==> config.mk <==
export PLATFORM = sky130hd
export DESIGN_NAME = consoleRegs
export DESIGN_NICKNAME = d
export VERILOG_FILES = /design/src/common/consoleTypes_pkg.sv /design/src/hdl/consoleRegs.sv
export VERILOG_INCLUDE_DIRS = /design/src /design/src/common
export SDC_FILE = /design/constraint.sdc
export NUM_CORES = 1
export LEC_CHECK = 0
export ABC_AREA = 1
export BUFFER_PORTS_ARGS = -buffer_cell sky130_fd_sc_hd__buf_2
export CAP_MARGIN = 30
export CORE_MARGIN = 3
export CORE_UTILIZATION = 30
export CTS_BUF_LIST = sky130_fd_sc_hd__clkbuf_4 sky130_fd_sc_hd__clkbuf_8
export CTS_CLUSTER_SIZE = 25
export DETAILED_ROUTE_END_ITERATION = 8
export MAX_ROUTING_LAYER = met4
export SYNTH_ARGS = -nofsm -noshare
export SYNTH_HDL_FRONTEND = slang
export SYNTH_SLANG_ARGS = --single-unit
==> constraint.sdc <==
create_clock -name clk -period 1.87 [get_ports clk]
set_input_delay 0.187 -clock clk [delete_from_list [all_inputs] [get_ports clk]]
set_output_delay 0.187 -clock clk [all_outputs]
set_load 0.03 [all_outputs]
==> src/common/console_defines.svh <==
`ifndef CONSOLE_DEFINES_SVH
`define CONSOLE_DEFINES_SVH

// Glyph cell geometry in pixels.
`define WIDTH_PER_CHARACTER 8
`define HEIGHT_PER_CHARACTER 16
`define PIXEL_PER_CHARACTER 128

// Console of 80 by 30 cells, a 640x480 frame buffer.
`define CONSOLE_COLUMNS 80
`define CONSOLE_ROWS 30

`define SRAM_WRITE_CYCLES 2 // Bus cycles per pixel write.

`define GLYPH_COUNT 128

`endif

==> src/common/consoleTypes_pkg.sv <==
`include "console_defines.svh"

package consoleTypes_pkg;

    typedef logic [19:0] SramAddress_t; // One address per pixel.
    typedef logic [15:0] Color_t;
    typedef logic [`PIXEL_PER_CHARACTER-1:0] GlyphShape_t; // Bit 127 is pixel (0,0).
    typedef logic [6:0] GlyphCode_t;
    typedef logic [7:0] GlyphRow_t; // Bit 7 is the leftmost pixel.

    typedef struct packed {
        GlyphShape_t shape;
        Color_t      foreground;
        Color_t      background;
    } CharGrid_t;

    typedef struct packed {
        SramAddress_t address;
        Color_t       dout;
        logic         den;
        logic         we_n;
        logic         oe_n;
    } SramRequest_t;

    typedef struct packed {
        logic done;
    } SramResult_t;

    // External SRAM pins, all strobes active low.
    typedef struct packed {
        SramAddress_t address;
        Color_t       data;
        logic         ceN;
        logic         weN;
        logic         oeN;
    } SramBus_t;

    typedef struct packed {
        GlyphCode_t code;
        logic [4:0] row;
        logic [6:0] column;
    } DrawCommand_t;

    typedef enum logic [1:0] {
        REG_FOREGROUND,
        REG_BACKGROUND,
        REG_FRAME_BASE
    } RegSelect_t;

endpackage

==> src/hdl/consoleRegs.sv <==
`timescale 1ns/10ps

module consoleRegs (
    input  logic                          clk,
    input  logic                          rst,
    input  logic                          regWrite,
    input  consoleTypes_pkg::RegSelect_t  regSelect,
    input  consoleTypes_pkg::SramAddress_t regData,
    output consoleTypes_pkg::Color_t      foreground,
    output consoleTypes_pkg::Color_t      background,
    output consoleTypes_pkg::SramAddress_t frameBase
);

    // White text on black, frame at address zero.
    always_ff @(posedge clk or posedge rst) begin
        if (rst) begin
            foreground <= 16'hFFFF;
            background <= 16'h0000;
            frameBase  <= 20'h00000;
        end else if (regWrite) begin
            case (regSelect)
                consoleTypes_pkg::REG_FOREGROUND: begin
                    foreground <= regData[15:0]; // Colours use the low half word.
                end
                consoleTypes_pkg::REG_BACKGROUND: begin
                    background <= regData[15:0];
                end
                consoleTypes_pkg::REG_FRAME_BASE: begin
                    frameBase <= regData;
                end
                default: begin
                    frameBase <= frameBase; // Unused select code, write dropped.
                end
            endcase
        end
    end

endmodule

# After elaboration in Yosys (flattened, before gate mapping)
# Cells that the tools add are included.
[word_totals]
output_inout_bits = 52
in_bits = 25
word_cells = 9
reg_bits = 52
[op_classes]
eq_ne = 2
reduce_logical = 4
[ops]
columns = ["op", "n"]
rows = [
  ["2-bit AND reduction", 3],
  ["2-bit by 1-bit == test with 1-bit output (second input constant)", 1],
  ["2-bit == test (second input constant)", 1],
  ["2-bit logical NOT", 1],
]

# Longest topological paths before layout
[depth]
word_depth = 2
mapped_depth = 6

# Worst setup path before layout
# No wires, ideal clock.
[synth_timing]
path_kind = "input-to-reg"
from = "input port regSelect[1]"
to = "register background[0]"
t_arrival_ns = 0.732
path_stages = 6
path_buffers = 2
slack_ns = 1.021
setup_ns = 0.118
required_ns = 1.752
cell_sequence = "buf_6 > inv_4 > nand3_4 > buf_4 > nand2_1 > nand2_1"
[synth_via]
elab_chain_cells = 2
[synth_lines]
columns = ["element", "line", "source"]
rows = [
  ["from (decl)", "consoleRegs.sv:7", "input consoleTypes_pkg::RegSelect_t regSelect,"],
  ["2-bit by 1-bit == test with 1-bit output", "consoleRegs.sv:21", "case (regSelect)"],
  ["2-bit AND reduction (no line)", "--", ""],
  ["to (signal assigned)", "consoleRegs.sv:26", "background <= regData[15:0];"],
  ["to (decl)", "consoleRegs.sv:10", "output consoleTypes_pkg::Color_t background,"],
]
# No other way between the ends.
# A chain may end at the register's enable or synchronous reset.

# Final worst setup path
[layout_timing]
from = "register foreground[1]"
to = "output port foreground[1]"
[layout_lines]
columns = ["element", "line", "source"]
rows = [
  ["from (decl)", "consoleRegs.sv:9", "output consoleTypes_pkg::Color_t foreground,"],
  ["from (signal assigned)", "consoleRegs.sv:23", "foreground <= regData[15:0];"],
]
# No word-level cell between the ends.

==> impl_metrics.py <==
metrics = {
    "pwr": {
        "p_total_w": 0.00297,
        "p_leak_nw": 1.50,
        "powerDensity_nw_per_um2": 1090,
        "ir_drop_v": 0.000362,
    },
    "layout": {
        "nFillCells": 749,
        "fin_nets": 330,
        "stdcell_area_um2": 2730,
        "fin_cells": 402,
        "syn_to_final_growth_pct": 23.6,
        "diodes": 0,
        "drive_gt1_share_pct": 36.6,
    },
    "worst_setup_path": {
        "cp-end-kind": "output port",
        "slowest_stage": "dfstp_2",
        "crit_path_max_incr_delay_ps": 550,
        "crit_required_ps": 1680,
        "crit_buf_inv": 1,
        "critPathKind": "reg -> out",
        "crit_path_max_fanout": 2,
        "arrival_ps": 1040,
        "path_cells": "buf_2",
        "cp-start-kind": "register",
        "path_delay_family": "flip-flops",
    },
    "floorplan": {
        "start_util_pct": 31.7,
        "die_y_um": 91.8,
        "coreArea_um2": 6980,
        "die_w_um": 91.8,
        "pin_count": 77,
        "row_count": 30,
        "dieArea_um2": 8440,
    },
    "cts": {
        "post_cts_buffers": 0,
        "holdBufCountCts": 1,
        "cts_tree": "built",
        "insertion_delay_ps": 300,
        "root_buffer": "clkbuf_8",
        "cts.clk_slew.worst_paths_ps": 90,
        "cts_resized": 0,
        "cts.path.max_buffers": 2,
        "cts.htree.levels": 2,
        "cts-buffers-inserted": 5,
        "cts.sinks": 52,
    },
    "place": {
        "dp_cells": 393,
        "place.gp.congestion": 0.763,
        "dp_hpwl_um": 4420,
        "port_buffers": 76,
        "placed_area_um2": 2630,
    },
    "synth": {
        "synth_top_family_by_area": "simple AND/OR/NAND/NOR gates",
        "yosys.area_share.xor_xnor_pct": 0,
        "synthSimpleGateAreaFrac_pct": 33.9,
        "synthCells": 234,
        "netlist_area_um2": 2210,
        "synth_cell_types": 14,
        "ys_ff_latch": 52,
        "yosys-mux-area-fraction_pct": 0,
        "syn_area_per_cell_um2": 9.45,
        "synth_compound_area_share_pct": 0,
        "synth-adder-area-share_pct": 0,
        "synth_fp_nets": 259,
        "ys_seq_area_share_pct": 59.8,
        "ys_warn_count": 0,
    },
    "timing": {
        "slew_viol_final": 0,
        "skew_ps": 0,
        "fin_tns_setup_ps": 0,
        "tightest_slew_ps": 540,
        "post-route-period-util_pct": 65.8,
        "rsz0062_at_grt": "false",
        "max_slew_margin_pct": 64.0,
        "hold_viol": 0,
        "fmax_mhz": 813,
        "period_minus_slack_ps": 1230,
        "setup-violations-final": 0,
    },
    "routing": {
        "drt_wl_total_um": 5960,
        "vias_per_cell": 4.67,
        "drc": 0,
        "wire_per_inst_um": 14.8,
        "ant_nets": 0,
        "drt_pass1_iterations": 4,
        "drtIter0Drc": 112,
        "vias": 1876,
    },
    "flow_run": {
        "maxCapViolCount": 0,
    },
    "min_path": {
        "hold_path.class": "in -> reg",
    },
    "grt": {
        "grt_pass1_vias": 1861,
        "antenna_found_initial": 0,
        "grt_max_degree": 27,
        "grt-ovfl-total": 0,
        "grt.total_usage_pct": 15.1,
        "grt_pass1_wl_um": 9850,
    },
    "outcome": {
        "outcome": "finished clean",
    },
}
==> layout by cell type (no fill, tap or decap) <==
master	Yosys	routed
nand2_1	104	104
buf_2	11	76
nand4_1	36	36
dfrtp_1	36	36
nand3_1	17	17
dfstp_2	16	16
clkbuf_8	0	6
buf_4	5	6
inv_2	1	2
clkinv_2	0	2
inv_4	1	1
nand3_4	1	1
nor2_8	1	1
nand2_4	1	1
dlygate4sd3_1	0	1
==> metal layers <==
| metal | up-vias | track usage [%] | routed length, µm |
|---|---|---|---|
| li1 | 921 | - | - |
| met1 | 889 | 21.6 | 2900 |
| met2 | 61 | 22.1 | 2720 |
| met3 | 5 | 2.79 | 308 |
| met4 | 0 | 3.84 | 36 |
| met5 | - | - | 0 |
==> stage by stage <==
| stage | hold slack [ps] | util (%) | setup slack [ps] |
|---|---|---|---|
| after floorplan | 298 | - | 452 |
| after CTS | 120 | 39.1 | 621 |
| after detailed placement | 267 | 37.7 | 535 |
| after global routing | 118 | 39.1 | 588 |
| after global placement | 264 | 37.7 | 577 |
| final | 133 | 39.1 | 640 |
==> kinds of logic (layout without fill, tap and decap cells) <==
logic type    Yosys count  after routing
buf+inv                22             94
simple gates          160            160
flops                  52             52
==> path summary, 6_finish.rpt <==
| check | from | end | slack [ps] | cells after the start |
|---|---|---|---|---|
| setup / recovery | foreground[1] | foreground[1] | 640 | 1 |
| hold reg to reg | foreground[13] | foreground[13] | 470 | 2 |
| max in group asynchronous | rst | foreground[10] | 730 | 4 |
| hold / removal | regData[4] | foreground[4] | 130 | 3 |
| setup reg to reg | foreground[1] | foreground[1] | 1150 | 2 |
| min in group asynchronous | rst | frameBase[6] | 470 | 3 |
==> layout make-up <==
class                   instances  area (µm²)  area share, %
inverters                       3        13.8          0.504
repair buffers                 83         435           15.9
well taps                      96         120           4.40
clock buffers                   6        82.6           3.02
clock inverters                 2        10.0          0.366
flip-flops and latches         52        1320           48.4
multi-input cells             160         749           27.4
==> synthesized netlist by cell type <==
library cell	n	share of area [%]
inv_1	1	0.17
buf_4	5	1.7
inv_2	1	0.17
nand4_1	36	10
nand3_1	17	3.8
buf_6	3	1.5
buf_2	11	2.5
nand2_1	104	18
inv_4	1	0.28
dfstp_2	16	19
nand2_4	1	0.51
dfrtp_1	36	41
nand3_4	1	0.79
nor2_8	1	0.91
==> sequential cells by signal (all words and copies together) (netlist names) <==
| name | count |
|---|---|
| background | 16 |
| foreground | 16 |
| frameBase | 20 |
==> where the power goes <==
group / internal (W) / switching [W]
registers: 0.00134 / 0.000101
logic: 0.000230 / 0.000641
clock network: 0.000296 / 0.000363
total: 0.00187 / 0.00111
(Power assumes the default switching activity.)
