$ cat config.mk
export PLATFORM = sky130hd
export DESIGN_NAME = sramWritePort
export DESIGN_NICKNAME = d
export VERILOG_FILES = /design/src/common/consoleTypes_pkg.sv /design/src/render/sramWritePort.sv
export VERILOG_INCLUDE_DIRS = /design/src /design/src/common
export SDC_FILE = /design/constraint.sdc
export NUM_CORES = 1
export LEC_CHECK = 0
export BUFFER_PORTS_ARGS = -buffer_cell sky130_fd_sc_hd__buf_2
export CAP_MARGIN = 20
export CELL_PAD_IN_SITES_DETAIL_PLACEMENT = 0
export CELL_PAD_IN_SITES_GLOBAL_PLACEMENT = 2
export CORE_MARGIN = 3
export CORE_UTILIZATION = 28
export DETAILED_ROUTE_END_ITERATION = 8
export HOLD_SLACK_MARGIN = 0.12
export PLACE_DENSITY = 0.91
export SYNTH_ARGS = -nofsm -noshare
export SYNTH_HDL_FRONTEND = slang
export SYNTH_SLANG_ARGS = --single-unit
$ cat constraint.sdc
create_clock -name clk -period 2.1 [get_ports clk]
set_input_delay 0.525 -clock clk [delete_from_list [all_inputs] [get_ports clk]]
set_output_delay 0.525 -clock clk [all_outputs]
set_load 0.1 [all_outputs]
$ cat src/common/console_defines.svh
`ifndef CONSOLE_DEFINES_SVH
`define CONSOLE_DEFINES_SVH

// Glyph cell geometry in pixels.
`define WIDTH_PER_CHARACTER 8
`define HEIGHT_PER_CHARACTER 16
`define PIXEL_PER_CHARACTER 128

// Console of 80 by 30 cells, a 640x480 frame buffer.
`define CONSOLE_COLUMNS 80
`define CONSOLE_ROWS 30

`define SRAM_WRITE_CYCLES 2 // Bus cycles per pixel write.

`define GLYPH_COUNT 128

`endif

$ cat src/common/consoleTypes_pkg.sv
`include "console_defines.svh"

package consoleTypes_pkg;

    typedef logic [19:0] SramAddress_t; // One address per pixel.
    typedef logic [15:0] Color_t;
    typedef logic [`PIXEL_PER_CHARACTER-1:0] GlyphShape_t; // Bit 127 is pixel (0,0).
    typedef logic [6:0] GlyphCode_t;
    typedef logic [7:0] GlyphRow_t; // Bit 7 is the leftmost pixel.

    typedef struct packed {
        GlyphShape_t shape;
        Color_t      foreground;
        Color_t      background;
    } CharGrid_t;

    typedef struct packed {
        SramAddress_t address;
        Color_t       dout;
        logic         den;
        logic         we_n;
        logic         oe_n;
    } SramRequest_t;

    typedef struct packed {
        logic done;
    } SramResult_t;

    // External SRAM pins, all strobes active low.
    typedef struct packed {
        SramAddress_t address;
        Color_t       data;
        logic         ceN;
        logic         weN;
        logic         oeN;
    } SramBus_t;

    typedef struct packed {
        GlyphCode_t code;
        logic [4:0] row;
        logic [6:0] column;
    } DrawCommand_t;

    typedef enum logic [1:0] {
        REG_FOREGROUND,
        REG_BACKGROUND,
        REG_FRAME_BASE
    } RegSelect_t;

endpackage

$ cat src/render/sramWritePort.sv
`timescale 1ns/10ps
`include "console_defines.svh"

module sramWritePort (
    input  logic                           clk,
    input  logic                           rst,
    input  consoleTypes_pkg::SramRequest_t ramRequest,
    output consoleTypes_pkg::SramResult_t  ramResult,
    output consoleTypes_pkg::SramBus_t     sramBus
);

    localparam int CountWidth = ($clog2(`SRAM_WRITE_CYCLES) > 0) ? $clog2(`SRAM_WRITE_CYCLES) : 1;

    logic [CountWidth-1:0] cycleCount;
    logic writeActive;
    logic lastCycle;
    logic doneReg;
    logic ceReg, weReg, oeReg;
    consoleTypes_pkg::SramAddress_t addressReg;
    consoleTypes_pkg::Color_t dataReg;

    assign writeActive = ramRequest.den && !ramRequest.we_n;
    assign lastCycle = cycleCount == CountWidth'(`SRAM_WRITE_CYCLES - 1);

    always_ff @(posedge clk or posedge rst) begin
        if (rst) begin
            cycleCount <= '0;
            doneReg <= 1'b0;
            ceReg <= 1'b1;
            weReg <= 1'b1;
            oeReg <= 1'b1;
        end else begin
            doneReg <= writeActive && lastCycle; // One pulse per completed pixel.
            if (!writeActive || lastCycle) cycleCount <= '0;
            else cycleCount <= cycleCount + 1'b1;
            ceReg <= !writeActive;
            weReg <= !writeActive;
            oeReg <= writeActive ? ramRequest.oe_n : 1'b1;
        end
    end

    // Address and data follow the request while a write is in progress.
    always_ff @(posedge clk) begin
        if (writeActive) begin
            addressReg <= ramRequest.address;
            dataReg    <= ramRequest.dout;
        end
    end

    assign ramResult.done = doneReg;
    assign sramBus = {addressReg, dataReg, ceReg, weReg, oeReg};

endmodule
Word level (Yosys, flattened, before mapping)
Cells that the tools add are included.
W data, S select, Z words.

word-level totals
  register bits = 40
  input bits = 41
  output and inout bits = 40
  word-level logic and storage cells = 14

cells by class
  add/sub/neg operators = 1
  muxes and demuxes = 2
  reduce and logical (&&, ||, !) cells = 5

operators with widths
  cell                   count
  $logic_and A1 B1 Y1    2
  $logic_not A1 Y1       2
  $mux W1                2
  $add A1 B1 Y1 const B  1
  $logic_or A1 B1 Y1     1

Depth between registers and ports, before layout
  word-level depth = 5
  depth in mapped cells = 1
  depth with buffers taken out = 1

Worst setup path before layout
No wires, ideal clock.

  path kind = input-to-reg
  from = input ramRequest[1] (netlist name)
  to = register addressReg[0], enable pin
  setup time = 434 ps
  arrival time = 2154 ps
  required time = 1666 ps
  path slack = -488 ps
  stages = 1
  path buffers = 0
  cell sequence = nor2b_1

between the ends
  cells in the longest elaborated chain, start to end = 2

ends and longest elaborated chain
  element                 RTL line             text
  start: declaration      sramWritePort.sv:7   input consoleTypes_pkg::SramRequest_t ramRequest,
  $logic_not A1 Y1        sramWritePort.sv:22  assign writeActive = ramRequest.den && !ramRequest.we_n;
  $logic_and A1 B1 Y1     sramWritePort.sv:22
  end signal: assignment  sramWritePort.sv:45  addressReg <= ramRequest.address;
  end: declaration        sramWritePort.sv:19  consoleTypes_pkg::SramAddress_t addressReg;

Every way passes these cells.
A chain may end at the register's enable or synchronous reset.

==> PnR_summary.wiki <==
{| class="wikitable"
! Metric !! Value
|-
| Headroom to the max-slew limit || about two thirds
|-
| Global placer's final weighted congestion || around 0.74
|-
| Post-layout net count || around 180
|-
| Worst clock skew || around 0.48 ps
|-
| Run status || completed
|-
| Nature of the critical path startpoint || flop
|-
| Upper clock frequency limit || ~0.57 GHz
|-
| Sequential fraction of the synthesis area || a little over nine tenths
|-
| Adder-cell share of the synthesized area || 0%
|-
| Final max-slew violation count || 0
|-
| Layout cells sized above 1 || between 60% and 70%
|-
| Area of all placed cells without fillers || 1800 um2
|-
| Area of the placeable core || 4140 um2
|-
| Worst IR Drop VDD || ~490 uV
|-
| Type of element capturing the critical path || output port
|-
| # IOs || 81
|-
| Post-synthesis mux area share || 0%
|-
| Avg Vias per Cell || between 4 and 5
|-
| Simple-gate portion of the synthesized area || under 10%
|-
| Largest delay share family, worst path || flip-flops
|-
| Cells after synthesis || 49
|-
| Signal arrival time at the worst endpoint || ~1200 ps
|-
| Clock network fraction of total power || around a quarter
|-
| Yosys synthesis warning count || 0
|-
| Worst-case setup margin in the final layout || between 300 and 400 ps
|-
| Worst-path fanout max || 2
|-
| Overall track demand over capacity in global routing || 10.1%
|-
| Antenna-violating nets left || 0
|-
| Cells traversed along the worst timing path || buf_2
|-
| Number of distinct library cells after synthesis || 10
|-
| Number of antenna violations at the first check in global routing || 0
|-
| Number of buffers created by CTS || 5
|-
| Total design power || ~1.9 mW
|-
| Growth of design area from synthesis to finish || 44.5%
|-
| Worst min-delay path class || input pin to flop
|-
| Net switching power figure || approximately 0.65 mW
|-
| Post-route fraction of the period consumed by the critical path || 83.9%
|-
| Setup repair after global routing missed its margin || no
|-
| Clock insertion delay at the later pin of the skew report || between 200 and 300 ps
|-
| Critical path buffers and inverters || 1
|-
| Area of the die || between 5000 and 6000 um2
|-
| Nets in the synthesized netlist || 90
|-
| Combinational fraction of design power || approximately a quarter
|-
| Clk sinks || 40
|-
| DRC marker count from the first detailed-route iteration || 31
|-
| Number of synthesized register bits || 40
|-
| Final Hold Viols || 0
|-
| Aggregate routed wire length || 2470 um
|-
| Logic depth of the worst setup path including buffers || 1
|-
| Post-route setup TNS || 0 ps
|-
| Number of buffers inserted by post-CTS setup repair || 0
|-
| First-pass GRT wire length || ~3900 um
|-
| Die Height || around 73 um
|-
| Hold Path Cell Cnt || 1
|-
| Count of max-cap constraint violations || 0
|-
| # diodes || 0
|-
| Deepest clock path buffer count || 2
|-
| Area fraction in compound gates after synthesis || 0%
|-
| Layout filler cell count || slightly below 400
|-
| Final Critical Period || 1760 ps
|-
| Clock tree root buffer cell || sky130_fd_sc_hd__clkbuf_8
|-
| Data required time of the worst path || 1570 ps
|-
| Total power density per cell area || around 1000 nW/um2
|-
| Number of placement rows || 23
|-
| TritonCTS clock tree || yes
|-
| Post-Place Worst Slack || ~650 ps
|-
| Die width || between 70 and 80 um
|-
| Worst-Margin Slew || around 500 ps
|-
| CTS HTree Levels || 2
|-
| Synthesized area || between 1000 and 1500 um2
|-
| Master of the slowest instance on the critical path || sky130_fd_sc_hd__dfstp_2
|-
| Internal power summed over all cells || between 1 and 1.5 mW
|-
| R2R depth || 1
|-
| Post-DP HPWL || around 2100 um
|-
| Detailed-router iteration count before antenna repair || 2
|-
| Routed vias || 750
|-
| Leakage || between 0.7 and 0.8 nW
|-
| Net switching share of the total power || 34.9%
|-
| I/O Buffers || 80
|-
| Pin count of the biggest net entering global routing || 25
|-
| DRC viols || 0
|-
| Total grt overflow || 0
|-
| Combinational family with the most area after synthesis || simple AND/OR/NAND/NOR gates
|-
| Number of global-route vias before repair || a little over 800
|-
| Portion of total power attributed to sequential cells || around half
|-
| Clock edge transition at the registers on the reported setup and hold paths || approximately 70 ps
|-
| Placed cell area || 1710 um2
|-
| Hold Worst Slack || around 410 ps
|-
| Average wire per cell in the routed design || 13.2 um
|-
| Setup Viol. Count Final || 0
|-
| Syn avg cell area || 25.5 um2
|-
| Initial cell density of the core || 30.1%
|-
| Biggest cell delay along the critical path || between 500 and 600 ps
|-
| Critical path class || flop to output port
|-
| XOR/XNOR share of the synthesized area || 0%
|}
metrics by stage:
| step | util [%] | cells |
|---|---|---|
| final | 43.5 | 187 |
| after global routing | 43.5 | 187 |
| after CTS | 43.5 | 187 |
| after detailed placement | 41.3 | 178 |
| after global placement | 41.3 | 178 |
| after floorplan | - | 49 |
registers in the layout, summed over array words and instances (netlist names):
register and flops:
addressReg 20, dataReg 16, cycleCount 1, oeReg 1, ramResult 1, weReg 1
metal layers:
| layer | global-route usage [%] | share of wire [%] | wire [um] |
|---|---|---|---|
| met1 | 10.8 | 37 | 927 |
| met2 | 16.4 | 46 | 1140 |
| met3 | 6.34 | 15 | 373 |
| met4 | 3.07 | 1.3 | 32 |
| met5 | 0 | 0 | 0 |
power by group through the flow:
stage | sequential [mW] | clock [mW] | combinational, mW
final | 0.937 | 0.460 | 0.470
after global routing | 0.942 | 0.518 | 0.485
after CTS | 0.938 | 0.482 | 0.474
after detailed placement | 0.955 | 0 | 0.473
after global placement | 0.954 | 0 | 0.470
after floorplan | 1.30 | 0 | 0.0390
area by class of cell:
class                           instances  area [um2]  area share, %
Sequential cell                        40        1180           65.6
Multi-Input combinational cell          5        46.3           2.57
Clock buffer                            5        68.8           3.81
Tap cell                               50        62.6           3.47
Clock inverter                          3        13.8          0.763
Timing Repair Buffer                   83         425           23.6
Inverter                                1        3.75          0.208
what timing repair did:
| action | 4_1_cts | 5_1_grt |
|---|---|---|
| hold endpoints to repair | 2 | 0 |
| hold buffers | 1 | 0 |
| gates resized for setup | 0 | 0 |
logic make-up after synthesis:
| family | count (synthesis) |
|---|---|
| buf+inv | 4 |
| simple gates | 5 |
| flops | 40 |
cells in the final DEF (no fill, tap or decap), drive strengths merged:
| cell type | count |
|---|---|
| clkbuf | 5 |
| or2b | 1 |
| and3b | 1 |
| nor2b | 1 |
| dfrtp | 2 |
| nor3b | 1 |
| or3b | 1 |
| dfstp | 2 |
| buf | 82 |
| clkinv | 3 |
| dlygate4sd3 | 1 |
| inv | 1 |
| edfxtp | 36 |
path summary, 6_finish.rpt:
path	start	to	slack, ps
max in group asynchronous	rst	weReg	1210
min in group asynchronous	rst	cycleCount	670
setup / recovery	weReg	sramBus[2]	340
setup reg to reg	cycleCount	cycleCount	1440
hold / removal	ramRequest[12]	dataReg[9]	410
hold reg to reg	cycleCount	cycleCount	440
cell usage after synthesis:
library cell / number / area [um2]
sky130_fd_sc_hd__and3b_1: 1 / 8.76
sky130_fd_sc_hd__buf_4: 3 / 22.5
sky130_fd_sc_hd__dfrtp_1: 2 / 50.1
sky130_fd_sc_hd__dfstp_2: 2 / 52.6
sky130_fd_sc_hd__edfxtp_1: 36 / 1080
sky130_fd_sc_hd__inv_1: 1 / 3.75
sky130_fd_sc_hd__nor2b_1: 1 / 6.26
sky130_fd_sc_hd__nor3b_1: 1 / 7.51
sky130_fd_sc_hd__or2b_1: 1 / 7.51
sky130_fd_sc_hd__or3b_1: 1 / 8.76
Power figures use the tool's default switching activity.
