[src/common/console_defines.svh]
`ifndef CONSOLE_DEFINES_SVH
`define CONSOLE_DEFINES_SVH

// Glyph cell geometry in pixels.
`define WIDTH_PER_CHARACTER 8
`define HEIGHT_PER_CHARACTER 16
`define PIXEL_PER_CHARACTER 128

// Console of 80 by 30 cells, a 640x480 frame buffer.
`define CONSOLE_COLUMNS 80
`define CONSOLE_ROWS 30

`define SRAM_WRITE_CYCLES 2 // Bus cycles per pixel write.

`define GLYPH_COUNT 128

`endif

[src/common/consoleTypes_pkg.sv]
`include "console_defines.svh"

package consoleTypes_pkg;

    typedef logic [19:0] SramAddress_t; // One address per pixel.
    typedef logic [15:0] Color_t;
    typedef logic [`PIXEL_PER_CHARACTER-1:0] GlyphShape_t; // Bit 127 is pixel (0,0).
    typedef logic [6:0] GlyphCode_t;
    typedef logic [7:0] GlyphRow_t; // Bit 7 is the leftmost pixel.

    typedef struct packed {
        GlyphShape_t shape;
        Color_t      foreground;
        Color_t      background;
    } CharGrid_t;

    typedef struct packed {
        SramAddress_t address;
        Color_t       dout;
        logic         den;
        logic         we_n;
        logic         oe_n;
    } SramRequest_t;

    typedef struct packed {
        logic done;
    } SramResult_t;

    // External SRAM pins, all strobes active low.
    typedef struct packed {
        SramAddress_t address;
        Color_t       data;
        logic         ceN;
        logic         weN;
        logic         oeN;
    } SramBus_t;

    typedef struct packed {
        GlyphCode_t code;
        logic [4:0] row;
        logic [6:0] column;
    } DrawCommand_t;

    typedef enum logic [1:0] {
        REG_FOREGROUND,
        REG_BACKGROUND,
        REG_FRAME_BASE
    } RegSelect_t;

endpackage

[src/render/fontShapeRenderer.sv]
`timescale 1ns/10ps
`include "console_defines.svh"

module fontShapeRenderer (
    input  logic                           clk,
    input  logic                           rst,
    input  logic                           fontReady,
    input  consoleTypes_pkg::CharGrid_t    grid,
    input  consoleTypes_pkg::SramAddress_t baseAddress,
    input  consoleTypes_pkg::SramResult_t  ramResult,
    output consoleTypes_pkg::SramRequest_t ramRequest,
    output logic                           done
);

    localparam int LinePixels = `CONSOLE_COLUMNS * `WIDTH_PER_CHARACTER;
    localparam int IndexWidth = $clog2(`PIXEL_PER_CHARACTER);

    typedef enum logic [1:0] {
        STATE_INIT,
        STATE_WAIT_WRITE,
        STATE_DONE
    } RendererState_t;

    RendererState_t currentState, nextState;
    logic [$clog2(`WIDTH_PER_CHARACTER)-1:0] x, nextX;
    logic [$clog2(`HEIGHT_PER_CHARACTER)-1:0] y, nextY;
    consoleTypes_pkg::CharGrid_t gridData, nowGrid;
    consoleTypes_pkg::SramAddress_t baseAddressData, nowBase;
    logic [IndexWidth-1:0] pixelIndex;

    assign done = currentState == STATE_DONE;

    // During INIT the inputs are used directly, afterwards the latched copy.
    assign nowGrid = (currentState == STATE_INIT) ? grid : gridData;
    assign nowBase = (currentState == STATE_INIT) ? baseAddress : baseAddressData;

    // Shape bits run from the MSB, so pixel (0,0) is the top bit.
    assign pixelIndex = IndexWidth'(`PIXEL_PER_CHARACTER - 1 - (y * `WIDTH_PER_CHARACTER + x));

    always_ff @(posedge clk or posedge rst) begin
        if (rst) begin
            x <= '0;
            y <= '0;
            currentState <= STATE_DONE; // Idle at power-up, no cell is painted.
        end else begin
            x <= nextX;
            y <= nextY;
            currentState <= nextState;
        end
    end

    always_ff @(posedge clk) begin
        if (currentState == STATE_INIT) begin
            gridData        <= grid;
            baseAddressData <= baseAddress;
        end
    end

    always_comb begin
        nextX = '0;
        nextY = '0;
        nextState = STATE_INIT;
        ramRequest.address = nowBase
            + consoleTypes_pkg::SramAddress_t'(y) * consoleTypes_pkg::SramAddress_t'(LinePixels)
            + consoleTypes_pkg::SramAddress_t'(x);
        ramRequest.dout = nowGrid.shape[pixelIndex] ? nowGrid.foreground : nowGrid.background;
        ramRequest.den  = 1'b1;
        ramRequest.we_n = 1'b0;
        ramRequest.oe_n = 1'b1; // Write only.
        case (currentState)
            STATE_INIT: begin
                nextState = STATE_WAIT_WRITE;
            end
            STATE_WAIT_WRITE: begin
                nextState = STATE_WAIT_WRITE;
                nextX = x;
                nextY = y;
                if (ramResult.done) begin
                    if (x == `WIDTH_PER_CHARACTER - 1) begin
                        nextX = '0;
                        if (y == `HEIGHT_PER_CHARACTER - 1) begin
                            nextY = '0;
                            nextState = STATE_DONE;
                        end else begin
                            nextY = y + 1'b1;
                        end
                    end else begin
                        nextX = x + 1'b1;
                    end
                end
            end
            default: begin
                ramRequest.den  = 1'b0;
                ramRequest.we_n = 1'b1;
                nextState = fontReady ? STATE_INIT : STATE_DONE;
            end
        endcase
    end

endmodule

[config.mk]
export PLATFORM = sky130hd
export DESIGN_NAME = fontShapeRenderer
export DESIGN_NICKNAME = d
export VERILOG_FILES = /design/src/common/consoleTypes_pkg.sv /design/src/render/fontShapeRenderer.sv
export VERILOG_INCLUDE_DIRS = /design/src /design/src/common
export SDC_FILE = /design/constraint.sdc
export NUM_CORES = 1
export LEC_CHECK = 0
export BUFFER_PORTS_ARGS = -buffer_cell sky130_fd_sc_hd__buf_4
export CAP_MARGIN = 15
export CORE_ASPECT_RATIO = 1.75
export CORE_MARGIN = 4
export CORE_UTILIZATION = 35
export CTS_CLUSTER_SIZE = 14
export DETAILED_ROUTE_END_ITERATION = 16
export PLACE_DENSITY_LB_ADDON = 0.3
export RECOVER_POWER = 100
export SKIP_CTS_REPAIR_TIMING = 1
export SLEW_MARGIN = 20
export SYNTH_ARGS = -nofsm -noshare
export SYNTH_HDL_FRONTEND = slang
export SYNTH_SLANG_ARGS = --single-unit
[constraint.sdc]
create_clock -name clk -period 7.6 [get_ports clk]
set_clock_uncertainty 0.1 [all_clocks]
set_input_delay 1.52 -clock clk [delete_from_list [all_inputs] [get_ports clk]]
set_output_delay 1.52 -clock clk [all_outputs]
set_load 0.1 [all_outputs]
* After elaboration in Yosys (flattened, before gate mapping)
Index checks and enable logic that the tools add are counted. Widths: inputs -> output; s select.
Word-level totals: flip-flop bits (word level) 189, bits of input ports 184, output and inout port bits 40, logic and storage cells 42
Cells by class: $add $sub $neg 6, multipliers 1, magnitude comparators 1, equal/unequal tests 6, multiplexer cells 18, reduce and logical (&&, ||, !) cells 3
Operator list (count):
- $mux 160 | 1
- $add 20x14->20 | 1
- $add 20x3->20 | 1
- $mux 20 | 1
- $mux 16 | 1
- $mux 4 | 4
- $mux 2 | 5
- $mux 3 | 3
- $lt 7x8->1 const B | 1
- $add 7x3->7 | 1
- $bmux 1 s7 | 1
- $mul 4x3->7 const B | 1
- $sub 7x7->7 const A | 1
- $add 4x1->4 const B | 1
- $eq 4x4->1 const B | 1
- $ne 2x2->1 const B | 2
- $pmux 2 s2 | 1
- $add 3x1->3 const B | 1
- $eq 3x3->1 const B | 1
- $eq 2x1->1 const B | 1
- $eq 2x2->1 const B | 1
- $logic_not 2->1 | 1
- $reduce_and 2->1 | 1
- $reduce_or 2->1 | 1
- $mux 1 | 1

* Logic depth before layout (Yosys ltp)
word-level depth 5, depth in mapped cells 22, mapped depth without buffers 14

* Worst setup path after synthesis
OpenSTA, ideal clock, no wires.
path kind register to output, from register currentState[0], to output ramRequest[34] in the netlist's numbering, arrival time 6.027 ns, slack -0.047 ns, stages on the path, launching flop included 20, buffers on the path 8, cells stage by stage dfrtp_1 buf_6 nor2_8 buf_6 buf_4 buf_4 buf_4 clkbuf_1 clkbuf_1 clkbuf_1 nand2_1 nand2_1 ha_1 inv_1 o21ai_0 a31oi_1 o21ai_0 a211oi_1 nor2_1 a311oi_1
RTL lines:
- from (decl) | line fontShapeRenderer.sv:24 | RendererState_t currentState, nextState;
- from (signal assigned) | line fontShapeRenderer.sv:48 | currentState <= nextState;
- to (decl) | line fontShapeRenderer.sv:11 | output consoleTypes_pkg::SramRequest_t ramRequest,

==> flow_summary.toml <==
[outcome]
run_status = "finished clean"

[timing]
drv_slew = 0
finalHoldViolCount = 0
setup_viol_count_final = 0
relSlewSlack = 0.1448
post-route-period-util = 0.8916
fin_tns_setup_ns = 0
rsz0062_at_grt = "no"
tightest_slew_ns = 1.283
clock.fmax_mhz = 147.6
fin_crit_ns = 6.776

[finish]
nFillCells = 2472
fin_area_um2 = 11110
drive_above_1_share = 0.2867
nNetsFinal = 1334
area_growth_pct = 26.23

[global_route]
grt_usage = 0.1743
grt_pass1_wl_um = 38050
grt_pass1_vias = 7297
grt_max_degree = 98
antenna_found_initial = 2
gr-total-overflow = 0

[floorplan]
core_um2 = 24720
initial_core_util = 0.3560
die_h_um = 217.8
fp-row-count = 76
ios = 224
dieWidth_um = 127.9
dieArea_um2 = 27850

[place]
gp_congestion = 0.8505
io_buffers = 222
dp_hpwl_um = 18490
place_area_um2 = 10620

[logic_synthesis]
ys_top_cells_by_count = "nand2_1, dfxtp_1, mux2_2"
yosysUniqueCellTypes = 62
synth_area_leaders = "dfxtp_1, nand2_1, mux2_2"
netlist_instances = 937
synth-seq-cells = 189
ys_warn_count = 0
yosysTopAreaCellShare = 0.4094
synth-edff-count = 0
synth.most_common_cell = "nand2_1"
synth_top_flop_cell = "dfxtp_1"
synth_largest_area_cell = "dfxtp_1"
syn_area_per_cell_um2 = 9.394
synthArstFlopShare = 0.04762
synth_nets = 1140
ys_seq_area_frac = 0.4351
netlist_area_um2 = 8802

[setup_path]
end_kind = "primary output"
worstPathRequired_ns = 5.98
critPathKind = "reg -> out"
start_kind = "flip-flop"
crit_arrival_ns = 5.16
critPathMaxFanout = 44
crit_path_max_incr_delay_ns = 1.01
cp_cell_sequence = "nor2_8 -> clkbuf_1 -> mux4_2 -> o22ai_1 -> nor3_1 -> nor4_1 -> nand4_1 -> o31ai_4 -> buf_4 -> mux2_2 -> clkbuf_2"
cp_slowest_cell = "clkbuf_1"

[power]
p_per_area_nw_per_um2 = 414.4
p_total_mw = 4.604
worst_ir_drop_vdd_uv = 463.5
power.leakage_nw = 5.158

[min_path]
hold_path.class = "reg -> reg"

[clock_network]
cts-buffers-inserted = 17
insertion_delay_ns = 0.42
clk_pin_slew_ns = 0.07
h-tree-depth = 4
tritoncts = "built"
clockBufferDepth = 2
cts_sinks = 189
cts_root_buffer = "clkbuf_16"

[route]
avgViaCountPerCell = 4.906
wl_per_cell_um = 16.66
detail_route.iter0.violations = 245
drc = 0
dr.pass1.iters = 5
detail-route-antenna-nets = 0
routed_wl_um = 24290
num_vias = 7153

[job]
maxCapViolCount = 0
-- power breakdown --
part           total [mW]  switching [mW]  internal [mW]  leakage, nW
registers            1.27           0.128           1.14         1.62
logic                2.43            1.76          0.667         3.25
clock network       0.908           0.408          0.501        0.288
-- final cells by class --
type                            instances  area (um2)  area share
Multi-Input combinational cell        676        4581      0.4123
Sequential cell                       189        3831      0.3448
Timing Repair Buffer                  231        1640      0.1476
Clock buffer                           21       481.7     0.04336
Tap cell                              312       390.4     0.03513
Clock inverter                         11       121.4     0.01092
Inverter                               16       60.06    0.005405
Antenna cell                            2       5.005   0.0004504
-- per-stage QoR --
step,setup WS (ns),hold WS (ns),cells,utilization
final,0.8239,0.3398,1458,0.4494
after detailed placement,1.639,0.3320,1424,0.4297
after global routing,0.4076,0.3548,1458,0.4494
after CTS,1.265,0.3442,1456,0.4541
after floorplan,0.02693,0.3134,937,-
after global placement,1.685,0.3232,1424,0.4297
-- layer usage --
layer | part of all wire | GRT usage | up-vias | wire length, um
met5 | 0 | 0 | - | 0
li1 | - | - | 3590 | -
met2 | 0.54 | 0.3231 | 187 | 13160
met1 | 0.38 | 0.1854 | 3342 | 9122
met4 | 0.032 | 0.07649 | 0 | 771
met3 | 0.051 | 0.03897 | 34 | 1235
-- sequential cells by signal (all words and copies together) (netlist names) --
register	flops
baseAddressData	20
gridData	160
x	3
currentState	2
y	4
-- critical path: cells and delay by family, from the launching register on --
| family | cells | cell delay, ns |
|---|---|---|
| flops | 1 | 0.53 |
| simple gates | 4 | 1.19 |
| buf+inv | 3 | 1.69 |
| mux | 2 | 1.01 |
| compound gates | 2 | 0.28 |
-- worst paths after layout --
kind                                                  end  cells past startpoint                 startpoint  slack [ns]
worst min register to register      gridData[132]$_DFF_P_                      2      gridData[132]$_DFF_P_        0.34
worst min-delay path                gridData[132]$_DFF_P_                      2      gridData[132]$_DFF_P_        0.34
max in group asynchronous       currentState[1]$_DFF_PP1_                      2                        rst        6.12
worst max register to register       gridData[78]$_DFF_P_                      3  currentState[0]$_DFF_PP0_        4.73
worst max-delay path                        ramRequest[7]                     11  currentState[0]$_DFF_PP0_        0.82
min in group asynchronous                y[2]$_DFFE_PP0P_                      2                        rst        0.98
-- cells by family after synthesis --
kind of cell	share of synthesized area
AOI/OAI and AO/OA	0.06098
buffers and inverters	0.04520
DFF	0.4351
xor gates and xnor gates	0.01692
adders and majority gates	0.02871
other	0.0004260
muxes	0.2128
and+or+nand+nor	0.1999
-- cell usage in the layout, fill, tap and decap left out, types with 4 or more instances in the layout --
cell type  instances
clkbuf_2          19
and3_1             5
nand2_1          334
dfxtp_1          180
inv_6              4
a22oi_1            5
mux2_1            39
o211ai_1           4
buf_4            190
mux2i_1           11
clkbuf_1          20
xor2_1             8
inv_1             14
o21ai_0           16
a21oi_1           11
mux2_4            10
o22ai_1           27
clkbuf_16         18
nand4_1            6
nor2_1            36
nor4_1             7
mux4_2            29
nor3_1            12
ha_1              17
dfrtp_1            7
xnor2_1            9
nand3_1            7
mux2_2            37
No activity file was read; power rests on OpenSTA's default activity.
