### config.mk
export PLATFORM = sky130hd
export DESIGN_NAME = charDispatcher
export DESIGN_NICKNAME = d
export VERILOG_FILES = /design/src/common/consoleTypes_pkg.sv /design/src/hdl/charDispatcher.sv
export VERILOG_INCLUDE_DIRS = /design/src /design/src/common
export SDC_FILE = /design/constraint.sdc
export NUM_CORES = 1
export LEC_CHECK = 0
export BUFFER_PORTS_ARGS = -buffer_cell sky130_fd_sc_hd__buf_4
export CAP_MARGIN = 10
export CORE_AREA = 5 5 151 153
export DETAILED_ROUTE_END_ITERATION = 16
export DIE_AREA = 0 0 156 158
export GPL_ROUTABILITY_DRIVEN = 0
export SYNTH_ARGS = -nofsm -noshare
export SYNTH_HDL_FRONTEND = slang
export SYNTH_SLANG_ARGS = --single-unit
export TNS_END_PERCENT = 20
### constraint.sdc
create_clock -name clk -period 6.4 [get_ports clk]
set_input_delay 0.96 -clock clk [delete_from_list [all_inputs] [get_ports clk]]
set_output_delay 0.96 -clock clk [all_outputs]
set_load 0.02 [all_outputs]
### src/common/console_defines.svh
`ifndef CONSOLE_DEFINES_SVH
`define CONSOLE_DEFINES_SVH

// Glyph cell geometry in pixels.
`define WIDTH_PER_CHARACTER 8
`define HEIGHT_PER_CHARACTER 16
`define PIXEL_PER_CHARACTER 128

// Console of 80 by 30 cells, a 640x480 frame buffer.
`define CONSOLE_COLUMNS 80
`define CONSOLE_ROWS 30

`define SRAM_WRITE_CYCLES 2 // Bus cycles per pixel write.

`define GLYPH_COUNT 128

`endif

### src/common/consoleTypes_pkg.sv
`include "console_defines.svh"

package consoleTypes_pkg;

    typedef logic [19:0] SramAddress_t; // One address per pixel.
    typedef logic [15:0] Color_t;
    typedef logic [`PIXEL_PER_CHARACTER-1:0] GlyphShape_t; // Bit 127 is pixel (0,0).
    typedef logic [6:0] GlyphCode_t;
    typedef logic [7:0] GlyphRow_t; // Bit 7 is the leftmost pixel.

    typedef struct packed {
        GlyphShape_t shape;
        Color_t      foreground;
        Color_t      background;
    } CharGrid_t;

    typedef struct packed {
        SramAddress_t address;
        Color_t       dout;
        logic         den;
        logic         we_n;
        logic         oe_n;
    } SramRequest_t;

    typedef struct packed {
        logic done;
    } SramResult_t;

    // External SRAM pins, all strobes active low.
    typedef struct packed {
        SramAddress_t address;
        Color_t       data;
        logic         ceN;
        logic         weN;
        logic         oeN;
    } SramBus_t;

    typedef struct packed {
        GlyphCode_t code;
        logic [4:0] row;
        logic [6:0] column;
    } DrawCommand_t;

    typedef enum logic [1:0] {
        REG_FOREGROUND,
        REG_BACKGROUND,
        REG_FRAME_BASE
    } RegSelect_t;

endpackage

### src/hdl/charDispatcher.sv
`timescale 1ns/10ps
`include "console_defines.svh"

module charDispatcher (
    input  logic                           clk,
    input  logic                           rst,
    input  logic                           drawChar,
    input  consoleTypes_pkg::DrawCommand_t drawCommand,
    input  consoleTypes_pkg::Color_t       foreground,
    input  consoleTypes_pkg::Color_t       background,
    input  consoleTypes_pkg::SramAddress_t frameBase,
    input  consoleTypes_pkg::GlyphShape_t  shape,
    input  logic                           done,
    output consoleTypes_pkg::GlyphCode_t   readCode,
    output consoleTypes_pkg::CharGrid_t    grid,
    output consoleTypes_pkg::SramAddress_t baseAddress,
    output logic                           fontReady,
    output logic                           busy
);

    localparam int LineStride = `CONSOLE_COLUMNS * `WIDTH_PER_CHARACTER;
    localparam int RowStride = `HEIGHT_PER_CHARACTER * LineStride;

    typedef enum logic [1:0] {
        IDLE,
        FETCH,
        START,
        WAIT_DONE
    } DispatchState_t;

    DispatchState_t state;
    consoleTypes_pkg::DrawCommand_t command;
    consoleTypes_pkg::Color_t fgLatched;
    consoleTypes_pkg::Color_t bgLatched;
    consoleTypes_pkg::SramAddress_t baseLatched;
    logic accept;

    assign accept = (state == IDLE) && drawChar;

    always_ff @(posedge clk or posedge rst) begin
        if (rst) begin
            state     <= IDLE;
            busy      <= 1'b0;
            fontReady <= 1'b0;
        end else begin
            fontReady <= 1'b0;
            case (state)
                IDLE: begin
                    if (drawChar) begin
                        state <= FETCH;
                        busy  <= 1'b1;
                    end
                end
                FETCH: begin
                    state     <= START; // Shape is valid from the next cycle.
                    fontReady <= 1'b1;
                end
                START: begin
                    if (!done) state <= WAIT_DONE; // Renderer has left its done state.
                end
                WAIT_DONE: begin
                    if (done) begin
                        state <= IDLE;
                        busy  <= 1'b0;
                    end
                end
                default: state <= IDLE;
            endcase
        end
    end

    // Colours and base are frozen for the whole cell.
    always_ff @(posedge clk) begin
        if (accept) begin
            command     <= drawCommand;
            fgLatched   <= foreground;
            bgLatched   <= background;
            baseLatched <= frameBase;
        end
    end

    assign readCode = command.code;
    assign grid = {shape, fgLatched, bgLatched};
    assign baseAddress = baseLatched
        + consoleTypes_pkg::SramAddress_t'(command.row)
            * consoleTypes_pkg::SramAddress_t'(RowStride)
        + consoleTypes_pkg::SramAddress_t'(command.column)
            * consoleTypes_pkg::SramAddress_t'(`WIDTH_PER_CHARACTER);

endmodule

==> Yosys cells after proc, flatten, opt, wreduce, memory -nomap -nowiden <==
Index checks and enable logic that the tools add are counted.
{ "word_totals": {"ff_bits": 75, "input_bits": 203, "output_inout_bits": 189} }
{ "op_classes": {"eq_ne": 6, "multipliers": 1, "add_sub_neg": 2, "muxes": 8, "reduce_logical": 5} }
{ "ops": {"columns": ["op", "count"], "rows": [
  ["$add 20x10->20", 1],
  ["$add 20x19->20", 1],
  ["$mul 5x3->8 const B", 1],
  ["$pmux 2 s4", 1],
  ["$mux 2", 3],
  ["$ne 2x2->1 const B", 3],
  ["$reduce_and 3->1", 2],
  ["$eq 2x2->1 const B", 2],
  ["$mux 1", 3],
  ["$eq 2x1->1 const B", 1],
  ["$logic_not 2->1", 1],
  ["$pmux 1 s2", 1],
  ["$reduce_bool 2->1", 1],
  ["$logic_and 1x1->1", 1]
]} }

==> Logic depth before layout (Yosys ltp) <==
Gate-level depths: netlist of the first run.
{ "depth": {"ltp_word": 3, "ltp_mapped": 11} }

==> Least setup slack after synthesis of the first run <==
No wires, ideal clock.
{ "synth_path": {"path_type": "flip-flop to output port", "start": "register command[8] (netlist bit)", "end": "output port baseAddress[18]", "n_path_buf": 0, "setup_slack_ns": 2.695, "required_time_ns": 5.440, "path_stages_with_launch": 9, "t_arrival_ns": 2.745, "path_cell_list": "edfxtp_1 ha_1 ha_1 fa_1 ha_1 a21oi_1 o21ai_0 or3b_1 xor2_1"} }
{ "synth_via": {"elab_chain_len": 3} }
{ "synth_lines": {"columns": ["item", "line_no", "source"], "rows": [
  ["from (decl)", "charDispatcher.sv:32", "consoleTypes_pkg::DrawCommand_t command;"],
  ["from (signal assigned)", "charDispatcher.sv:75", "command <= drawCommand;"],
  ["$mul 5x3->8", "charDispatcher.sv:86", "* consoleTypes_pkg::SramAddress_t'(RowStride)"],
  ["$add 20x19->20", "charDispatcher.sv:85", "+ consoleTypes_pkg::SramAddress_t'(command.row)"],
  ["$add 20x10->20", "charDispatcher.sv:84", "assign baseAddress = baseLatched"],
  ["to (decl)", "charDispatcher.sv:16", "output consoleTypes_pkg::SramAddress_t baseAddress,"]
]} }
No other way between the ends.

==> Final worst setup path of the first run <==
Ends and elaborated chain as after synthesis.

==> results of run 1 <==
[layer usage]
layer	GRT usage [%]	routed length, microns	up-vias
li1	-	-	1065
met1	7.80	3510	1074
met2	22.6	8620	281
met3	16.6	5020	28
met4	6.13	622	0
met5	1.39	0	-
[cells by family after synthesis]
| kind of cell | Yosys count | share of synthesized area, % |
|---|---|---|
| buffers and inverters | 146 | 25.1 |
| flip-flops | 75 | 52.2 |
| AO/OA/AOI/OAI | 43 | 7.13 |
| AND/OR/NAND/NOR | 31 | 3.51 |
| adder cells (fa/ha/maj) | 28 | 8.54 |
| XOR/XNOR | 15 | 3.07 |
| multiplexers | 2 | 0.468 |
[final cells by class]
| class | instances | area share, % |
|---|---|---|
| Clock buffer | 9 | 4.60 |
| Sequential cell | 75 | 45.6 |
| Inverter | 6 | 0.460 |
| Multi-Input combinational cell | 119 | 19.9 |
| Timing Repair Buffer | 135 | 20.7 |
| Tap cell | 280 | 7.16 |
| Clock inverter | 7 | 1.53 |
[power by group through the flow]
stage / combinational, uW / clock, uW / sequential, uW
floorplan: 643 / 0 / 758
global route: 1030 / 552 / 713
CTS: 965 / 532 / 705
detailed placement: 961 / 0 / 713
global placement: 940 / 0 / 712
finish: 935 / 515 / 702
[worst max path at each step]
stage / start / end / slack, ps / cells past startpoint
floorplan: command[8] / baseAddress[18] / 2690 / 8
global placement: command[8] / baseAddress[18] / 2600 / 9
detailed placement: command[8] / baseAddress[18] / 2540 / 9
CTS: command[8] / baseAddress[18] / 2170 / 9
global route: command[8] / baseAddress[18] / 2060 / 9
finish: command[8] / baseAddress[18] / 2190 / 9
[registers in the layout, indices dropped and copies added, names as in the netlist]
signal	count
command	12
baseLatched	20
fontReady	1
fgLatched	16
state	2
busy	1
bgLatched	16
readCode	7
[layout by cell type, fill, tap and decap left out, types with 3 or more instances in the layout]
master,count
buf_4,135
edfxtp_1,71
ha_1,26
a21oi_1,12
nand2_1,11
clkbuf_16,9
xor2_1,8
xnor2_1,7
inv_1,6
nor2_1,6
o21ai_0,5
a21o_1,5
nand4_1,4
nand3_1,4
dfrtp_1,4
o21bai_1,3
[through the flow]
stage	area, sq um	setup slack [ps]	total power (uW)
floorplan	4280	2690	1400
global placement	4590	2600	1650
detailed placement	4590	2540	1670
CTS	4890	2170	2200
global route	4890	2060	2300
finish	4890	2190	2150
==> reports/summary.txt, run 1 <==
drt drc: 0
worst hold path class: in2async
flops & latches, synth: 75
P_leak: 0.00200 uW
initial core utilization: 20.0%
Post-CTS Setup Bufs: 0
Syn Area/Cell: 12.6 sq um
Psw: 809 uW
Slew @ Worst Pin: 910 ps
synth top area cells: edfxtp_1, buf_4, ha_1, dfrtp_1, xor2_1
worst clock skew: 5.03 ps
Hold Fails Final Rpt: 0
RSZ-0062 raised after global routing: no
initial antenna violation count: 0
Overflow after GRT: 0
CP Data Required Time: 5440 ps
max_slew headroom: 39.3%
Setup violations, final: 0
IO buf count: 135
vias in the first global route: 2680
clock network fraction of total power: 23.9%
Die Ht: 158 microns
ANT nets after route: 0
Worst Setup End Kind: output port
Post-Syn Nets: 571
post-layout util: 22.8%
hold_buf cts: 0
delay-heaviest family, CP: adder cells
Post-Syn Area: 4280 sq um
Most common cell on crit path: ha_1
storage element area: 2230 sq um
router iterations before antenna repair: 3
Fmax: 0.238 GHz
Clock Pin Slew Worst Setup and Hold Paths: 60 ps
number of synthesized flops with an enable pin: 71
max incr delay on CP: 440 ps
first-pass GRT wire length: 22400 microns
synth cell count leaders: buf_4, edfxtp_1, ha_1
top cell type's share of synthesized area: 49.8%
Yosys top cell by area: edfxtp_1
WHS: 524 ps
CTS root buf: clkbuf_16
reg2reg start: state[0]
pwr dens: 440 nW/um^2
Reg-to-Reg End: baseLatched[15]
vias per cell: 3.88
multi-input logic area: 975 sq um
worst skew pair latency: 330 ps
worst-path cell chain: ha_1 > ha_1 > fa_1 > ha_1 > a21oi_1 > o21ai_0 > or3b_1 > xor2_1 > buf_4
IO Pins: 392
Most used DFF post-synth: edfxtp_1
drt total wl: 17800 microns
Final Non-Filler Cells: 631
Register-to-Register Path Depth: 3
count leader, synth: buf_4
final worst-path cycle share: 65.7%
fraction of layout instances using a drive strength above 1: 44.2%
die width: 156 microns
fin. max-slew vios: 0
CP Buf/Inv Count: 1
GRT Total Usage: 13.4%
WS Path Type: reg2out
Max rail drop VDD: 0.000215 V
CORE AREA: 21400 sq um
R2R Setup Slk: 4480 ps
register area share after synthesis: 52.2%
share of flip-flops with an asynchronous set or reset: 5.33%
site row count: 54
Yosys cell types: 37
Cells after Synth: 340
initial drt markers: 64
internal power: 1340 uW
CTS tree: done
post-CTS sizing: 0
setup TNS: 0 ps
min cycle time layout: 4210 ps
Worst Path Arrival: 3250 ps
filler cell count: 2249
max_cap viols: 0
run status: finished, final reports clean
routed len/inst: 28.2 microns
crit start category: register
combinational fraction of design power: 43.5%
n_diodes: 0
CTS Sinks: 75
Max Buffers Root-to-Sink: 2
DR vias: 2448
CP max stage cell: fa_1
dpl cells: 615
CTS buffer count: 9
DP HPWL: 16000 microns
Flop pwr share: 32.6%
CTS H-tree depth: 3
switch share: 37.6%
critical path fanouts, max: 6
pin count of the biggest net entering global routing: 72
Final nets: 577
die area: 24600 sq um
area delta synth->final: 14.4%
Synth Warn #: 0
No activity file was read; power rests on OpenSTA's default activity.
==> run 2: changes to the inputs <==
- CORE_AREA: 5 5 151 153 -> 5 5 149 151
- DIE_AREA: 0 0 156 158 -> 0 0 154 156
- clock period: 6.4 -> 3.85 ns (I/O delays scaled with it)
==> reports/summary.txt, run 2 (same netlist as run 1, synthesis figures left out) <==
run status: finished, final reports clean (unchanged)
vias per cell: 3.89 (was 3.88)
fraction of layout instances using a drive strength above 1: 46.3% (was 44.2%)
worst-path cell chain: ha_1 > ha_1 > fa_2 > ha_1 > a21oi_2 > o21ai_0 > or3b_4 > xor2_1 > buf_4 (was ha_1 > ha_1 > fa_1 > ha_1 > a21oi_1 > o21ai_0 > or3b_1 > xor2_1 > buf_4)
DP HPWL: 15400 microns (was 16000 microns)
area delta synth->final: 15.8% (was 14.4%)
combinational fraction of design power: 43.7% (was 43.5%)
Setup violations, final: 0 (unchanged)
initial core utilization: 20.7% (was 20.0%)
CORE AREA: 20700 sq um (was 21400 sq um)
Overflow after GRT: 0 (unchanged)
Hold Fails Final Rpt: 0 (unchanged)
final instance area: 4960 sq um (was 4890 sq um)
initial drt markers: 54 (was 64)
Clock Pin Slew Worst Setup and Hold Paths: 60 ps (about the same)
Most common cell on crit path: ha_1 (unchanged)
max reg flops: 20 (unchanged)
CP max stage cell: fa_2 (was fa_1)
die area: 24000 sq um (was 24600 sq um)
Top reg by flops: baseLatched (unchanged)
Final nets: 578 (was 577)
drt total wl: 17300 microns (was 17800 microns)
CTS tree: done (unchanged)
site row count: 53 (was 54)
clock network fraction of total power: 24.3% (was 23.9%)
routed len/inst: 27.6 microns (was 28.2 microns)
CP Data Required Time: 3270 ps (was 5440 ps)
Worst Setup End Kind: output port (unchanged)
Psw: 1330 uW (was 809 uW)
switch share: 36.3% (was 37.6%)
final worst-path cycle share: 99.0%
total power: 3660 uW (was 2150 uW)
P_leak: 0.00201 uW (was 0.00200 uW)
GRT Total Usage: 13.3% (was 13.4%)
crit start category: register (unchanged)
setup ws final: 40.2 ps (was 2190 ps)
pin count of the biggest net entering global routing: 72 (unchanged)
Max rail drop VDD: 0.000316 V (was 0.000215 V)
n_diodes: 0 (unchanged)
Post-DP Area: 4590 sq um (about the same)
CTS Sinks: 75 (unchanged)
Die Ht: 156 microns (was 158 microns)
pwr dens: 738 nW/um^2 (was 440 nW/um^2)
internal power: 2330 uW (was 1340 uW)
CTS H-tree depth: 3 (unchanged)
most common cell after layout, fill and taps aside: buf_4 (unchanged)
Fmax: 0.262 GHz
metal3 WL: 5400 microns (was 5020 microns)
pre-CTS setup slack: 372 ps (was 2540 ps)
IO Pins: 392 (unchanged)
vias in the first global route: 2673 (was 2680)
die width: 154 microns (was 156 microns)
M1 wire length: 3120 microns (was 3510 microns)
router iterations before antenna repair: 4 (was 3)
worst hold path class: in2async (unchanged)
worst clock skew: 6.13 ps (was 5.03 ps)
DR vias: 2439 (was 2448)
Max Buffers Root-to-Sink: 2 (unchanged)
Slew @ Worst Pin: 901 ps (was 910 ps)
first-pass GRT wire length: 22300 microns (was 22400 microns)
max incr delay on CP: 530 ps (was 440 ps)
IO buf count: 135 (unchanged)
max_cap viols: 0 (unchanged)
critical path fanouts, max: 6 (unchanged)
ANT nets after route: 0 (unchanged)
WL met2: 8550 microns (was 8620 microns)
Worst Path Arrival: 3230 ps (was 3250 ps)
worst skew pair latency: 330 ps (about the same)
Top Metal Used: met4 (unchanged)
fin. max-slew vios: 0 (unchanged)
post-layout util: 24.0% (was 22.8%)
Largest regs: baseLatched x20, bgLatched x16, fgLatched x16 (unchanged)
most frequent cells in the layout: buf_4, edfxtp_1, ha_1 (unchanged)
drt drc: 0 (unchanged)
WS Path Type: reg2out (unchanged)
CTS buffer count: 9 (unchanged)
CTS root buf: clkbuf_16 (unchanged)
max_slew headroom: 40.0% (was 39.3%)
initial antenna violation count: 0 (unchanged)
R2R Setup Slk: 1930 ps (was 4480 ps)
min cycle time layout: 3810 ps
Flop pwr share: 32.0% (was 32.6%)
filler cell count: 2205 (was 2249)
-- run 2: area by class of cell --
type | count | area, sq um | share of cell area [%]
flip-flops and latches | 75 | 2230 | 45.0
repair buffers | 136 | 1020 | 20.6
multi-input cells | 119 | 1020 | 20.6
well taps | 275 | 344 | 6.94
clock buffers | 10 | 229 | 4.62
clock inverters | 6 | 88.8 | 1.79
inverters | 6 | 22.5 | 0.454
-- run 2: per-layer routing --
layer | track usage (%) | vias up
met4 | 2.61 | 0
li1 | - | 1064
met2 | 22.9 | 305
met5 | 0 | -
met3 | 19.2 | 18
met1 | 7.27 | 1052
-- run 2: final timing paths --
| path | start | end | cells after the start |
|---|---|---|---|
| setup / recovery | command[10] | baseAddress[18] | 9 |
| hold / removal | rst | busy | 2 |
| setup reg to reg | state[0] | command[8] | 3 |
| hold reg to reg | busy | busy | 1 |
| max in group asynchronous | rst | fontReady | 2 |
| min in group clk | foreground[9] | fgLatched[9] | 1 |
-- run 2: critical path, delay by kind of cell (launching register included) --
kind | cells | cell delay (ps)
adders and majority gates | 4 | 1370
AOI/OAI and AO/OA | 2 | 420
DFF | 1 | 400
and+or+nand+nor | 1 | 390
buffers and inverters | 1 | 170
xor gates and xnor gates | 1 | 150
-- run 2: what timing repair did --
action	CTS	global route
buffers inserted	0	1
endpoints found under the setup margin	0	2
resized for setup	0	8
hold buffers	0	0
-- run 2: power groups by stage --
stage,registers [uW],clock network [uW],logic (uW)
floorplan,1260,0,1070
global placement,1180,0,1520
detailed placement,1190,0,1560
CTS,1170,919,1570
global route,1190,956,1730
finish,1170,890,1600
-- run 2: stage by stage --
stage               hold slack (ps)  TNS [ps]  instances
detailed placement              486         0        610
CTS                             134         0        626
global placement                478         0        610
global route                    145     -61.2        627
finish                          143         0        627
floorplan                       344         0        340
